$ cat config.mk
export PLATFORM = sky130hd
export DESIGN_NAME = exec_top
export DESIGN_NICKNAME = d
export VERILOG_FILES = /design/src/verilog/exec_pkg.sv /design/src/verilog/alu.sv /design/src/verilog/exec_control.sv /design/src/verilog/exec_top.sv /design/src/verilog/reg_file.sv
export SDC_FILE = /design/constraint.sdc
export NUM_CORES = 1
export LEC_CHECK = 0
export BUFFER_PORTS_ARGS = -buffer_cell sky130_fd_sc_hd__buf_2
export CAP_MARGIN = 0
export CORE_MARGIN = 2
export CORE_UTILIZATION = 25
export DETAILED_ROUTE_END_ITERATION = 16
export PLACE_DENSITY = 0.45
export SYNTH_ARGS = -nofsm -noshare
export SYNTH_HDL_FRONTEND = slang
export SYNTH_SLANG_ARGS = --single-unit
$ cat constraint.sdc
create_clock -name clk -period 17.2 [get_ports clk]
set_input_delay 0 -clock clk [delete_from_list [all_inputs] [get_ports clk]]
set_output_delay 0 -clock clk [all_outputs]
set_load 0.01 [all_outputs]
$ cat src/verilog/exec_pkg.sv
/*
  shared definitions for the execution slice
  widths and register count, opcode and condition encodings,
  instruction, flag and writeback structs
*/
`default_nettype none

package exec_pkg;

  localparam int data_w     = 32;
  localparam int reg_addr_w = 4;
  localparam int imm_w      = 16;
  localparam int num_regs   = 1 << reg_addr_w;
  localparam int shamt_w    = $clog2(data_w);

  // codes 10..15 are reserved and behave as op_movi
  typedef enum logic [3:0] {
    op_add  = 4'd0,
    op_sub  = 4'd1,
    op_and  = 4'd2,
    op_or   = 4'd3,
    op_xor  = 4'd4,
    op_shl  = 4'd5,
    op_shr  = 4'd6,
    op_sar  = 4'd7,
    op_addi = 4'd8,
    op_movi = 4'd9
  } opcode_e;

  // odd codes are the inverse of the code below them
  typedef enum logic [3:0] {
    eq = 4'd0,
    ne = 4'd1,
    cs = 4'd2,
    cc = 4'd3,
    mi = 4'd4,
    pl = 4'd5,
    vs = 4'd6,
    vc = 4'd7,
    hi = 4'd8,
    ls = 4'd9,
    ge = 4'd10,
    lt = 4'd11,
    gt = 4'd12,
    le = 4'd13,
    al = 4'd14,
    nv = 4'd15
  } cond_e;

  typedef struct packed {
    opcode_e               opcode;
    cond_e                 cond;
    logic [reg_addr_w-1:0] rd;
    logic [reg_addr_w-1:0] ra;
    logic [reg_addr_w-1:0] rb;
    logic [imm_w-1:0]      imm;
  } insn_t;

  typedef struct packed {
    logic carry;
    logic zero;
    logic sign;
    logic overflow;
  } flags_t;

  typedef struct packed {
    logic [reg_addr_w-1:0] rd;
    logic [data_w-1:0]     data;
    flags_t                flags;
    logic                  executed;
  } wb_t;

endpackage

`default_nettype wire

$ cat src/verilog/alu.sv
/*
  integer alu of the slice
  operand select, add/sub, logic, shifts, flag generation
*/
`timescale 1ns/1ns
`default_nettype none

module alu (
  input  wire exec_pkg::insn_t          cur,
  input  wire [exec_pkg::data_w-1:0]    ra_data,
  input  wire [exec_pkg::data_w-1:0]    rb_data,
  output logic [exec_pkg::data_w-1:0]   result,
  output exec_pkg::flags_t              new_flags
);

  logic [exec_pkg::data_w-1:0]  imm_ext;
  logic [exec_pkg::data_w-1:0]  opb;
  logic [exec_pkg::data_w-1:0]  opb_eff;
  logic                         uses_rb;
  logic                         is_sub;
  logic                         is_arith;
  logic [exec_pkg::data_w:0]    sum;
  logic [exec_pkg::shamt_w-1:0] shamt;

  assign imm_ext = {{(exec_pkg::data_w - exec_pkg::imm_w){cur.imm[exec_pkg::imm_w-1]}},
                    cur.imm};

  assign uses_rb = cur.opcode inside {exec_pkg::op_add, exec_pkg::op_sub, exec_pkg::op_and,
                                      exec_pkg::op_or, exec_pkg::op_xor, exec_pkg::op_shl,
                                      exec_pkg::op_shr, exec_pkg::op_sar};
  assign opb     = uses_rb ? rb_data : imm_ext;

  assign is_sub   = (cur.opcode == exec_pkg::op_sub);
  assign is_arith = cur.opcode inside {exec_pkg::op_add, exec_pkg::op_sub, exec_pkg::op_addi};

  // sub as a + ~b + 1, carry out is then "no borrow"
  assign opb_eff = is_sub ? ~opb : opb;
  assign sum     = {1'b0, ra_data} + {1'b0, opb_eff} + {{exec_pkg::data_w{1'b0}}, is_sub};

  assign shamt = rb_data[exec_pkg::shamt_w-1:0];

  always_comb begin
    case (cur.opcode)
      exec_pkg::op_add,
      exec_pkg::op_sub,
      exec_pkg::op_addi: result = sum[exec_pkg::data_w-1:0];
      exec_pkg::op_and:  result = ra_data & opb;
      exec_pkg::op_or:   result = ra_data | opb;
      exec_pkg::op_xor:  result = ra_data ^ opb;
      exec_pkg::op_shl:  result = ra_data << shamt;
      exec_pkg::op_shr:  result = ra_data >> shamt;
      exec_pkg::op_sar:  result = $signed(ra_data) >>> shamt;
      default:           result = imm_ext;
    endcase
  end

  assign new_flags.zero  = (result == '0);
  assign new_flags.sign  = result[exec_pkg::data_w-1];
  assign new_flags.carry = is_arith && sum[exec_pkg::data_w];

  // signed overflow: same-sign operands, result sign flipped
  assign new_flags.overflow = is_arith &&
                              (ra_data[exec_pkg::data_w-1] == opb_eff[exec_pkg::data_w-1]) &&
                              (result[exec_pkg::data_w-1] != ra_data[exec_pkg::data_w-1]);

endmodule

`default_nettype wire

$ cat src/verilog/exec_control.sv
/*
  decode register, flag register and condition test
  register file write port and done reporting
*/
`timescale 1ns/1ns
`default_nettype none

module exec_control (
  input  wire                              clk,
  input  wire                              rst,
  input  wire                              insn_valid,
  input  wire exec_pkg::insn_t             insn,
  output exec_pkg::insn_t                  cur,
  output logic                             cur_valid,
  input  wire [exec_pkg::data_w-1:0]       result,
  input  wire exec_pkg::flags_t            new_flags,
  output logic                             we,
  output logic [exec_pkg::reg_addr_w-1:0]  waddr,
  output logic [exec_pkg::data_w-1:0]      wdata,
  output logic                             done,
  output exec_pkg::wb_t                    done_info
);

  exec_pkg::flags_t flags;
  logic             cond_ok;

  function automatic logic cond_holds(input exec_pkg::cond_e cond,
                                      input exec_pkg::flags_t f);
    logic sv_eq;
    logic res;
    sv_eq = (f.sign == f.overflow);
    case (cond)
      exec_pkg::eq: res = f.zero;
      exec_pkg::ne: res = !f.zero;
      exec_pkg::cs: res = f.carry;
      exec_pkg::cc: res = !f.carry;
      exec_pkg::mi: res = f.sign;
      exec_pkg::pl: res = !f.sign;
      exec_pkg::vs: res = f.overflow;
      exec_pkg::vc: res = !f.overflow;
      exec_pkg::hi: res = f.carry && !f.zero;
      exec_pkg::ls: res = !(f.carry && !f.zero);
      exec_pkg::ge: res = sv_eq;
      exec_pkg::lt: res = !sv_eq;
      exec_pkg::gt: res = sv_eq && !f.zero;
      exec_pkg::le: res = !(sv_eq && !f.zero);
      exec_pkg::al: res = 1'b1;
      default:      res = 1'b0;
    endcase
    return res;
  endfunction

  // decode register
  always_ff @(posedge clk) begin
    if (rst) begin
      cur_valid <= 1'b0;
    end else begin
      cur_valid <= insn_valid;
    end
    if (insn_valid) begin
      cur <= insn;
    end
  end

  // flags seen here are already updated by the previous instruction
  assign cond_ok = cond_holds(cur.cond, flags);

  assign we    = cur_valid && cond_ok;
  assign waddr = cur.rd;
  assign wdata = result;

  // flag register and done strobe
  always_ff @(posedge clk) begin
    if (rst) begin
      flags <= '0;
      done  <= 1'b0;
    end else begin
      if (we) begin
        flags <= new_flags;
      end
      done <= cur_valid;
    end
  end

  // skipped instruction reports zero data and the old flags
  always_ff @(posedge clk) begin
    if (cur_valid) begin
      done_info.rd       <= cur.rd;
      done_info.data     <= we ? result : '0;
      done_info.flags    <= we ? new_flags : flags;
      done_info.executed <= we;
    end
  end

endmodule

`default_nettype wire

$ cat src/verilog/exec_top.sv
/*
  top of the predicated execution slice
  control, register file and alu
*/
`timescale 1ns/1ns
`default_nettype none

module exec_top (
  input  wire                   clk,
  input  wire                   rst,
  input  wire                   insn_valid,
  input  wire exec_pkg::insn_t  insn,
  output logic                  done,
  output exec_pkg::wb_t         done_info
);

  exec_pkg::insn_t                 cur;
  logic [exec_pkg::data_w-1:0]     ra_data;
  logic [exec_pkg::data_w-1:0]     rb_data;
  logic [exec_pkg::data_w-1:0]     result;
  exec_pkg::flags_t                new_flags;
  logic                            we;
  logic [exec_pkg::reg_addr_w-1:0] waddr;
  logic [exec_pkg::data_w-1:0]     wdata;

  exec_control u_control (
    .clk        (clk),
    .rst        (rst),
    .insn_valid (insn_valid),
    .insn       (insn),
    .cur        (cur),
    .cur_valid  (),
    .result     (result),
    .new_flags  (new_flags),
    .we         (we),
    .waddr      (waddr),
    .wdata      (wdata),
    .done       (done),
    .done_info  (done_info)
  );

  reg_file u_reg_file (
    .clk     (clk),
    .rst     (rst),
    .ra_addr (cur.ra),
    .rb_addr (cur.rb),
    .ra_data (ra_data),
    .rb_data (rb_data),
    .we      (we),
    .waddr   (waddr),
    .wdata   (wdata)
  );

  alu u_alu (
    .cur       (cur),
    .ra_data   (ra_data),
    .rb_data   (rb_data),
    .result    (result),
    .new_flags (new_flags)
  );

endmodule

`default_nettype wire

$ cat src/verilog/reg_file.sv
/*
  16 x 32 register file
  two combinational read ports, one write port
*/
`timescale 1ns/1ns
`default_nettype none

module reg_file (
  input  wire                              clk,
  input  wire                              rst,
  input  wire [exec_pkg::reg_addr_w-1:0]   ra_addr,
  input  wire [exec_pkg::reg_addr_w-1:0]   rb_addr,
  output logic [exec_pkg::data_w-1:0]      ra_data,
  output logic [exec_pkg::data_w-1:0]      rb_data,
  input  wire                              we,
  input  wire [exec_pkg::reg_addr_w-1:0]   waddr,
  input  wire [exec_pkg::data_w-1:0]       wdata
);

  logic [exec_pkg::data_w-1:0] regs [exec_pkg::num_regs];

  // no bypass, write lands at the edge before the next read
  assign ra_data = regs[ra_addr];
  assign rb_data = regs[rb_addr];

  always_ff @(posedge clk) begin
    if (rst) begin
      for (int i = 0; i < exec_pkg::num_regs; i++) begin
        regs[i] <= '0;
      end
    end else if (we) begin
      regs[waddr] <= wdata;
    end
  end

endmodule

`default_nettype wire
Word-level counts from Yosys, hierarchy flattened
Memories as Yosys holds them, arrays and structs flattened. A register that Yosys moved wholly into a read port is not among the register bits.
Index checks and enable logic that the tools add are counted.
{"block": "word_totals", "ff_bits": 83, "ram_bits": 512, "inputBits": 39, "output_inout_bits": 42, "word_cells": 89, "mem_count": 1}
{"block": "classes", "addsub": 2, "n_eq_ne": 25, "shifts": 3, "n_mux": 15, "bitwise": 4, "reduce_logical": 20}
{"memory": "u_reg_file.regs", "words": 16, "word_bits": 32, "rd": 2, "rd_ports_with_merged_regs": 2, "wr": 16, "line": "reg_file.sv:20", "source": "logic [exec_pkg::data_w-1:0] regs [exec_pkg::num_regs];"}
{"operator": "case mux 32 bit (7 select lines)", "n": 1}
{"operator": "two-way mux 32 bit", "n": 3}
{"operator": "adder 32 x 32 -> 33 bit", "n": 1}
{"operator": "adder 33 x 1 -> 33 bit", "n": 1}
{"operator": "bitwise AND 32 bit", "n": 1}
{"operator": "equality test 4 x 3 -> 1 bit (second input constant)", "n": 8}
{"operator": "equality test 4 bit (second input constant)", "n": 8}
{"operator": "logical NOT 32 bit", "n": 1}
{"operator": "inverter 32 bit", "n": 1}
{"operator": "OR 32 bit", "n": 1}
{"operator": "OR reduction 32 bit", "n": 1}
{"operator": "left shift 32 x 5 -> 32 bit", "n": 1}
{"operator": ">> shifter 32 x 5 -> 32 bit", "n": 1}
{"operator": ">>> shifter 32 x 5 -> 32 bit", "n": 1}
{"operator": "XOR 32 bit", "n": 1}
{"operator": "equality test 4 x 2 -> 1 bit (second input constant)", "n": 4}
{"operator": "two-way mux 4 bit", "n": 4}
{"operator": "case mux 1 bit (15 select lines)", "n": 1}
{"operator": "equality test 4 x 1 -> 1 bit (second input constant)", "n": 2}
{"operator": "logical NOT 4 bit", "n": 2}
{"operator": "nonzero test 8 bit", "n": 1}
{"operator": "logical NOT 1 bit", "n": 7}
{"operator": "logical AND 1 bit", "n": 6}
{"operator": "two-way mux 1 bit", "n": 6}
{"operator": "4 further kinds", "n": 5}

Longest topological paths before layout
{"block": "depth", "word_depth": 11, "depth_mapped": 24, "mapped_depth_nobuf": 20}

Hierarchy
A second synthesis with hierarchy kept.
{"block": "hier_totals", "hier_cells": 3180, "area_unflattened_um2": 39286.4}
{"module": "reg_file", "instances": 1, "cells_each": 1687, "area_per_inst_um2": 26583.0, "seq_area_each_um2": 15374.7}
{"module": "alu", "instances": 1, "cells_each": 1293, "area_per_inst_um2": 9425.3, "seq_area_each_um2": 0.0}
{"module": "exec_control", "instances": 1, "cells_each": 200, "area_per_inst_um2": 3278.1, "seq_area_each_um2": 2432.3}

Worst setup path before layout
OpenSTA, ideal clock, no wires.
{"block": "synth_timing", "path_type": "flip-flop to flip-flop", "from": "reg with a tool-made name", "to": "mem u_reg_file.regs[10][25] (netlist bit), data pin", "setup_ns": 0.266, "arrival_ns": 6.475, "required_ns": 16.934, "setup_slack_ns": 10.458, "stages_incl_launch_ff": 25, "n_path_buf": 8, "synth_period_minus_slack_ns": 6.742, "path_cell_list": "dfxtp_1 > clkbuf_1 > buf_4 > clkbuf_1 > buf_1 > buf_1 > mux4_2 > mux4_2 > mux2i_1 > xnor2_1 > ha_1 > clkbuf_1 > nand4_1 > nor3_1 > nand2_1 > nor4b_1 > a211oi_1 > o31ai_1 > a21oi_1 > mux2i_1 > a211oi_1 > nor2b_1 > clkbuf_1 > clkbuf_1 > nor2_1"}
{"item": "end, declared", "line": "reg_file.sv:20"}

==> results.json <==
{
  "outcome": "finished clean",
  "antenna_found_initial": 3,
  "ys_async_sr_fraction": 0,
  "initial_utilization": 0.2524,
  "drive_gt1_frac": 0.2288,
  "core-area_sq_mm": 0.1461,
  "rsz0062_at_grt": "false",
  "slew_headroom": 0.1888,
  "fin_crit_sh": 0.4822,
  "powerDensity_mw_per_mm2": 114.4,
  "grt_pass1_vias": 27750,
  "die_area_sq_mm": 0.1506,
  "drv_slew": 0,
  "cp-end-kind": "flip-flop",
  "hold_viol_final": 0,
  "clk_latency_ns": 0.66,
  "avgSynthCellArea_sq_um": 12.39,
  "routedWlPerCell_microns": 32.16,
  "r2r_cells": 18,
  "drt.antenna.violating_nets": 0,
  "crit_path_start_kind": "flip-flop",
  "syn_area_sq_mm": 0.03688,
  "grtUsageMet1": 0.2882,
  "ys_seq_area_frac": 0.4872,
  "tns_ns": 0,
  "crit_path_top_delay_cell": "buf_4",
  "setup_violations": 0,
  "yosysWarnings": 0,
  "gp_congestion": 1.001,
  "grtUsageMet2": 0.3182,
  "routed-via-count": 28190,
  "numCtsBuffers": 74,
  "ir_drop_mv": 0.06543,
  "synthCells": 2976,
  "ys_ff_latch": 603,
  "hold_path_depth": 2,
  "fp.dieW_microns": 388.1,
  "num_rows": 140,
  "worstPathCellList": "buf_4 -> buf_4 -> mux4_2 -> mux4_2 -> mux2i_1 -> xnor2_1 -> ha_1 -> nand2_1 -> nor3_1 -> nand2_1 -> nor4b_1 -> a211oi_1 -> o31ai_1 -> a21oi_1 -> mux2i_1 -> a211oi_1 -> nor2b_2 -> nor2_1",
  "netlist_top_cells_count": "648 x nor2_1, 589 x edfxtp_1, 298 x mux4_2",
  "via_per_inst": 5.640,
  "grt_max_degree": 94,
  "h-tree-depth": 3,
  "whs_ns": 0.04760,
  "worst_pin_slew_ns": 1.212,
  "path_class": "flip-flop to flip-flop",
  "fin_skew_ns": 0.04943,
  "p_total_mw": 4.866,
  "cp_max_fo": 45,
  "cts_sinks": 603,
  "drt-initial-drc-count": 3866,
  "synth_cell_types": 89,
  "cap_violations": 0,
  "yosys.area.top_type_share": 0.4796,
  "grt_usage": 0.2086,
  "areaGrowthSynthToFinish_pct": 15.31,
  "grt_use_met3": 0.04752,
  "clockRootBuffer": "clkbuf_16",
  "diodes": 0,
  "final_util": 0.2911,
  "required_ns": 17.58,
  "synth.most_common_cell": "nor2_1",
  "dominantRegCellSynth": "edfxtp_1",
  "hold_path_class": "input pin to flip-flop",
  "grt_first_pass_wirelength_microns": 223900,
  "wirelength_microns": 160700,
  "arrival_ns": 8.67,
  "dp_hpwl_microns": 100600,
  "die_h_microns": 388.1,
  "clk_path_buf_depth": 3,
  "synth_area_leaders": "edfxtp_1 48%, mux4_2 18%, nor2_1 6.6%, mux2i_1 3.5%, ha_1 3.4%",
  "grt_remaining_overflow": 0,
  "cts_tree": "built",
  "io_buffers": 80,
  "syn_nets": 3117,
  "grt.busiest_layer": "met2",
  "total_leakage_power_nw": 15.25,
  "yosysTopAreaCell": "edfxtp_1",
  "first_pass_iters": 6,
  "pin_count": 81,
  "post_cts_resized": 0,
  "post-route-drc-count": 0,
  "fin_crit_ns": 8.295,
  "clk_pin_slew_worst_paths_ns": 0.07,
  "final_nets": 3170,
  "critPathMaxStageDelay_ns": 0.86,
  "fmax_mhz": 120.6,
  "synth_edf_count": 589
}
-- layer usage --
| metal | vias to the layer above | part of all wire |
|---|---|---|
| li1 | 11580 | - |
| met1 | 14780 | 0.43 |
| met2 | 1520 | 0.45 |
| met3 | 313 | 0.090 |
| met4 | 6 | 0.038 |
| met5 | - | 0.00028 |
-- sequential cells by signal (all words and copies together), names as in the netlist, named ones only --
| name | flops |
|---|---|
| u_control.done_info | 41 |
| u_control.flags | 4 |
| u_control.cur | 32 |
| u_control.cur_valid | 1 |
| u_control.done | 1 |
| u_control.waddr | 4 |
| u_reg_file.regs | 512 |
-- final timing paths --
check / startpoint / endpoint / slack [ns]
worst max-delay path: flip-flop / u_reg_file.regs[11][25]$_SDFFCE_PN0P_ / 8.91
worst max register to register: flip-flop / u_reg_file.regs[11][25]$_SDFFCE_PN0P_ / 8.91
worst min-delay path: insn[24] / u_control.waddr[0]$_DFFE_PP_ / 0.05
worst min register to register: u_control.cur[19]$_DFFE_PP_ / flip-flop / 0.47
-- cell type report --
type,count,area (sq um)
inverter,77,289.0
clock buffer,96,1987
fill,14930,103600
tap,1917,2399
clock inverter,32,411.6
timing repair buffer,234,1667
multi-input combinational,2039,17780
sequential,603,17990
-- cells in the final DEF, fill, tap and decap left out, types with 18 or more instances in the layout --
cell type and instances:
mux2i_1 125, clkbuf_16 76, a21oi_1 64, o211ai_1 23, o21ai_0 58, nor3_1 33
xnor2_1 47, a21o_1 21, a22oi_1 37, mux4_2 298, a22o_1 23, nand2_1 119
buf_2 79, a211oi_1 18, nor2_1 646, o22ai_1 46, nand2_2 19, ha_1 101
a31oi_1 20, dlygate4sd3_1 38, inv_1 71, clkbuf_1 19, edfxtp_1 589, buf_4 116
a221oi_1 34, nand3_1 40
-- cell families after synthesis --
kind of cell | synth area share
AND/OR/NAND/NOR | 0.1112
flip-flops | 0.4872
AO/OA/AOI/OAI | 0.09452
multiplexers | 0.2210
buffers and inverters | 0.03817
adder cells (fa/ha/maj) | 0.03481
XOR/XNOR | 0.01306
-- repair_timing --
action,4_1_cts,5_1_grt
hold buffers,38,0
setup buffers,0,0
hold endpoints to repair,54,0
-- report_power, final --
group	internal (mW)	total, mW	leakage [nW]	switching, mW
Sequential	1.67	1.73	6.16	0.0592
Clock	0.924	1.59	1.17	0.669
Combinational	0.507	1.54	7.92	1.03
Total	3.11	4.87	15.3	1.76
-- critical path, delay by kind of cell, from the launching register on --
| family | cells | cell delay [ns] |
|---|---|---|
| xor+xnor | 1 | 0.12 |
| flops | 1 | 0.83 |
| mux | 4 | 1.55 |
| simple gates | 6 | 1.84 |
| compound gates | 4 | 1.41 |
| buf+inv | 2 | 1.69 |
| fa+ha+maj | 1 | 0.45 |
-- per-stage QoR --
stage	instance area (sq um)	worst slack, ns	instances
2_1_floorplan	36880	10.46	2976
3_3_place_gp	39750	8.975	4832
3_5_place_dp	39750	8.961	4832
4_1_cts	42520	8.879	4998
5_1_grt	42520	8.282	4998
6_report	42520	8.905	4998
Power figures use the tool's default switching activity.
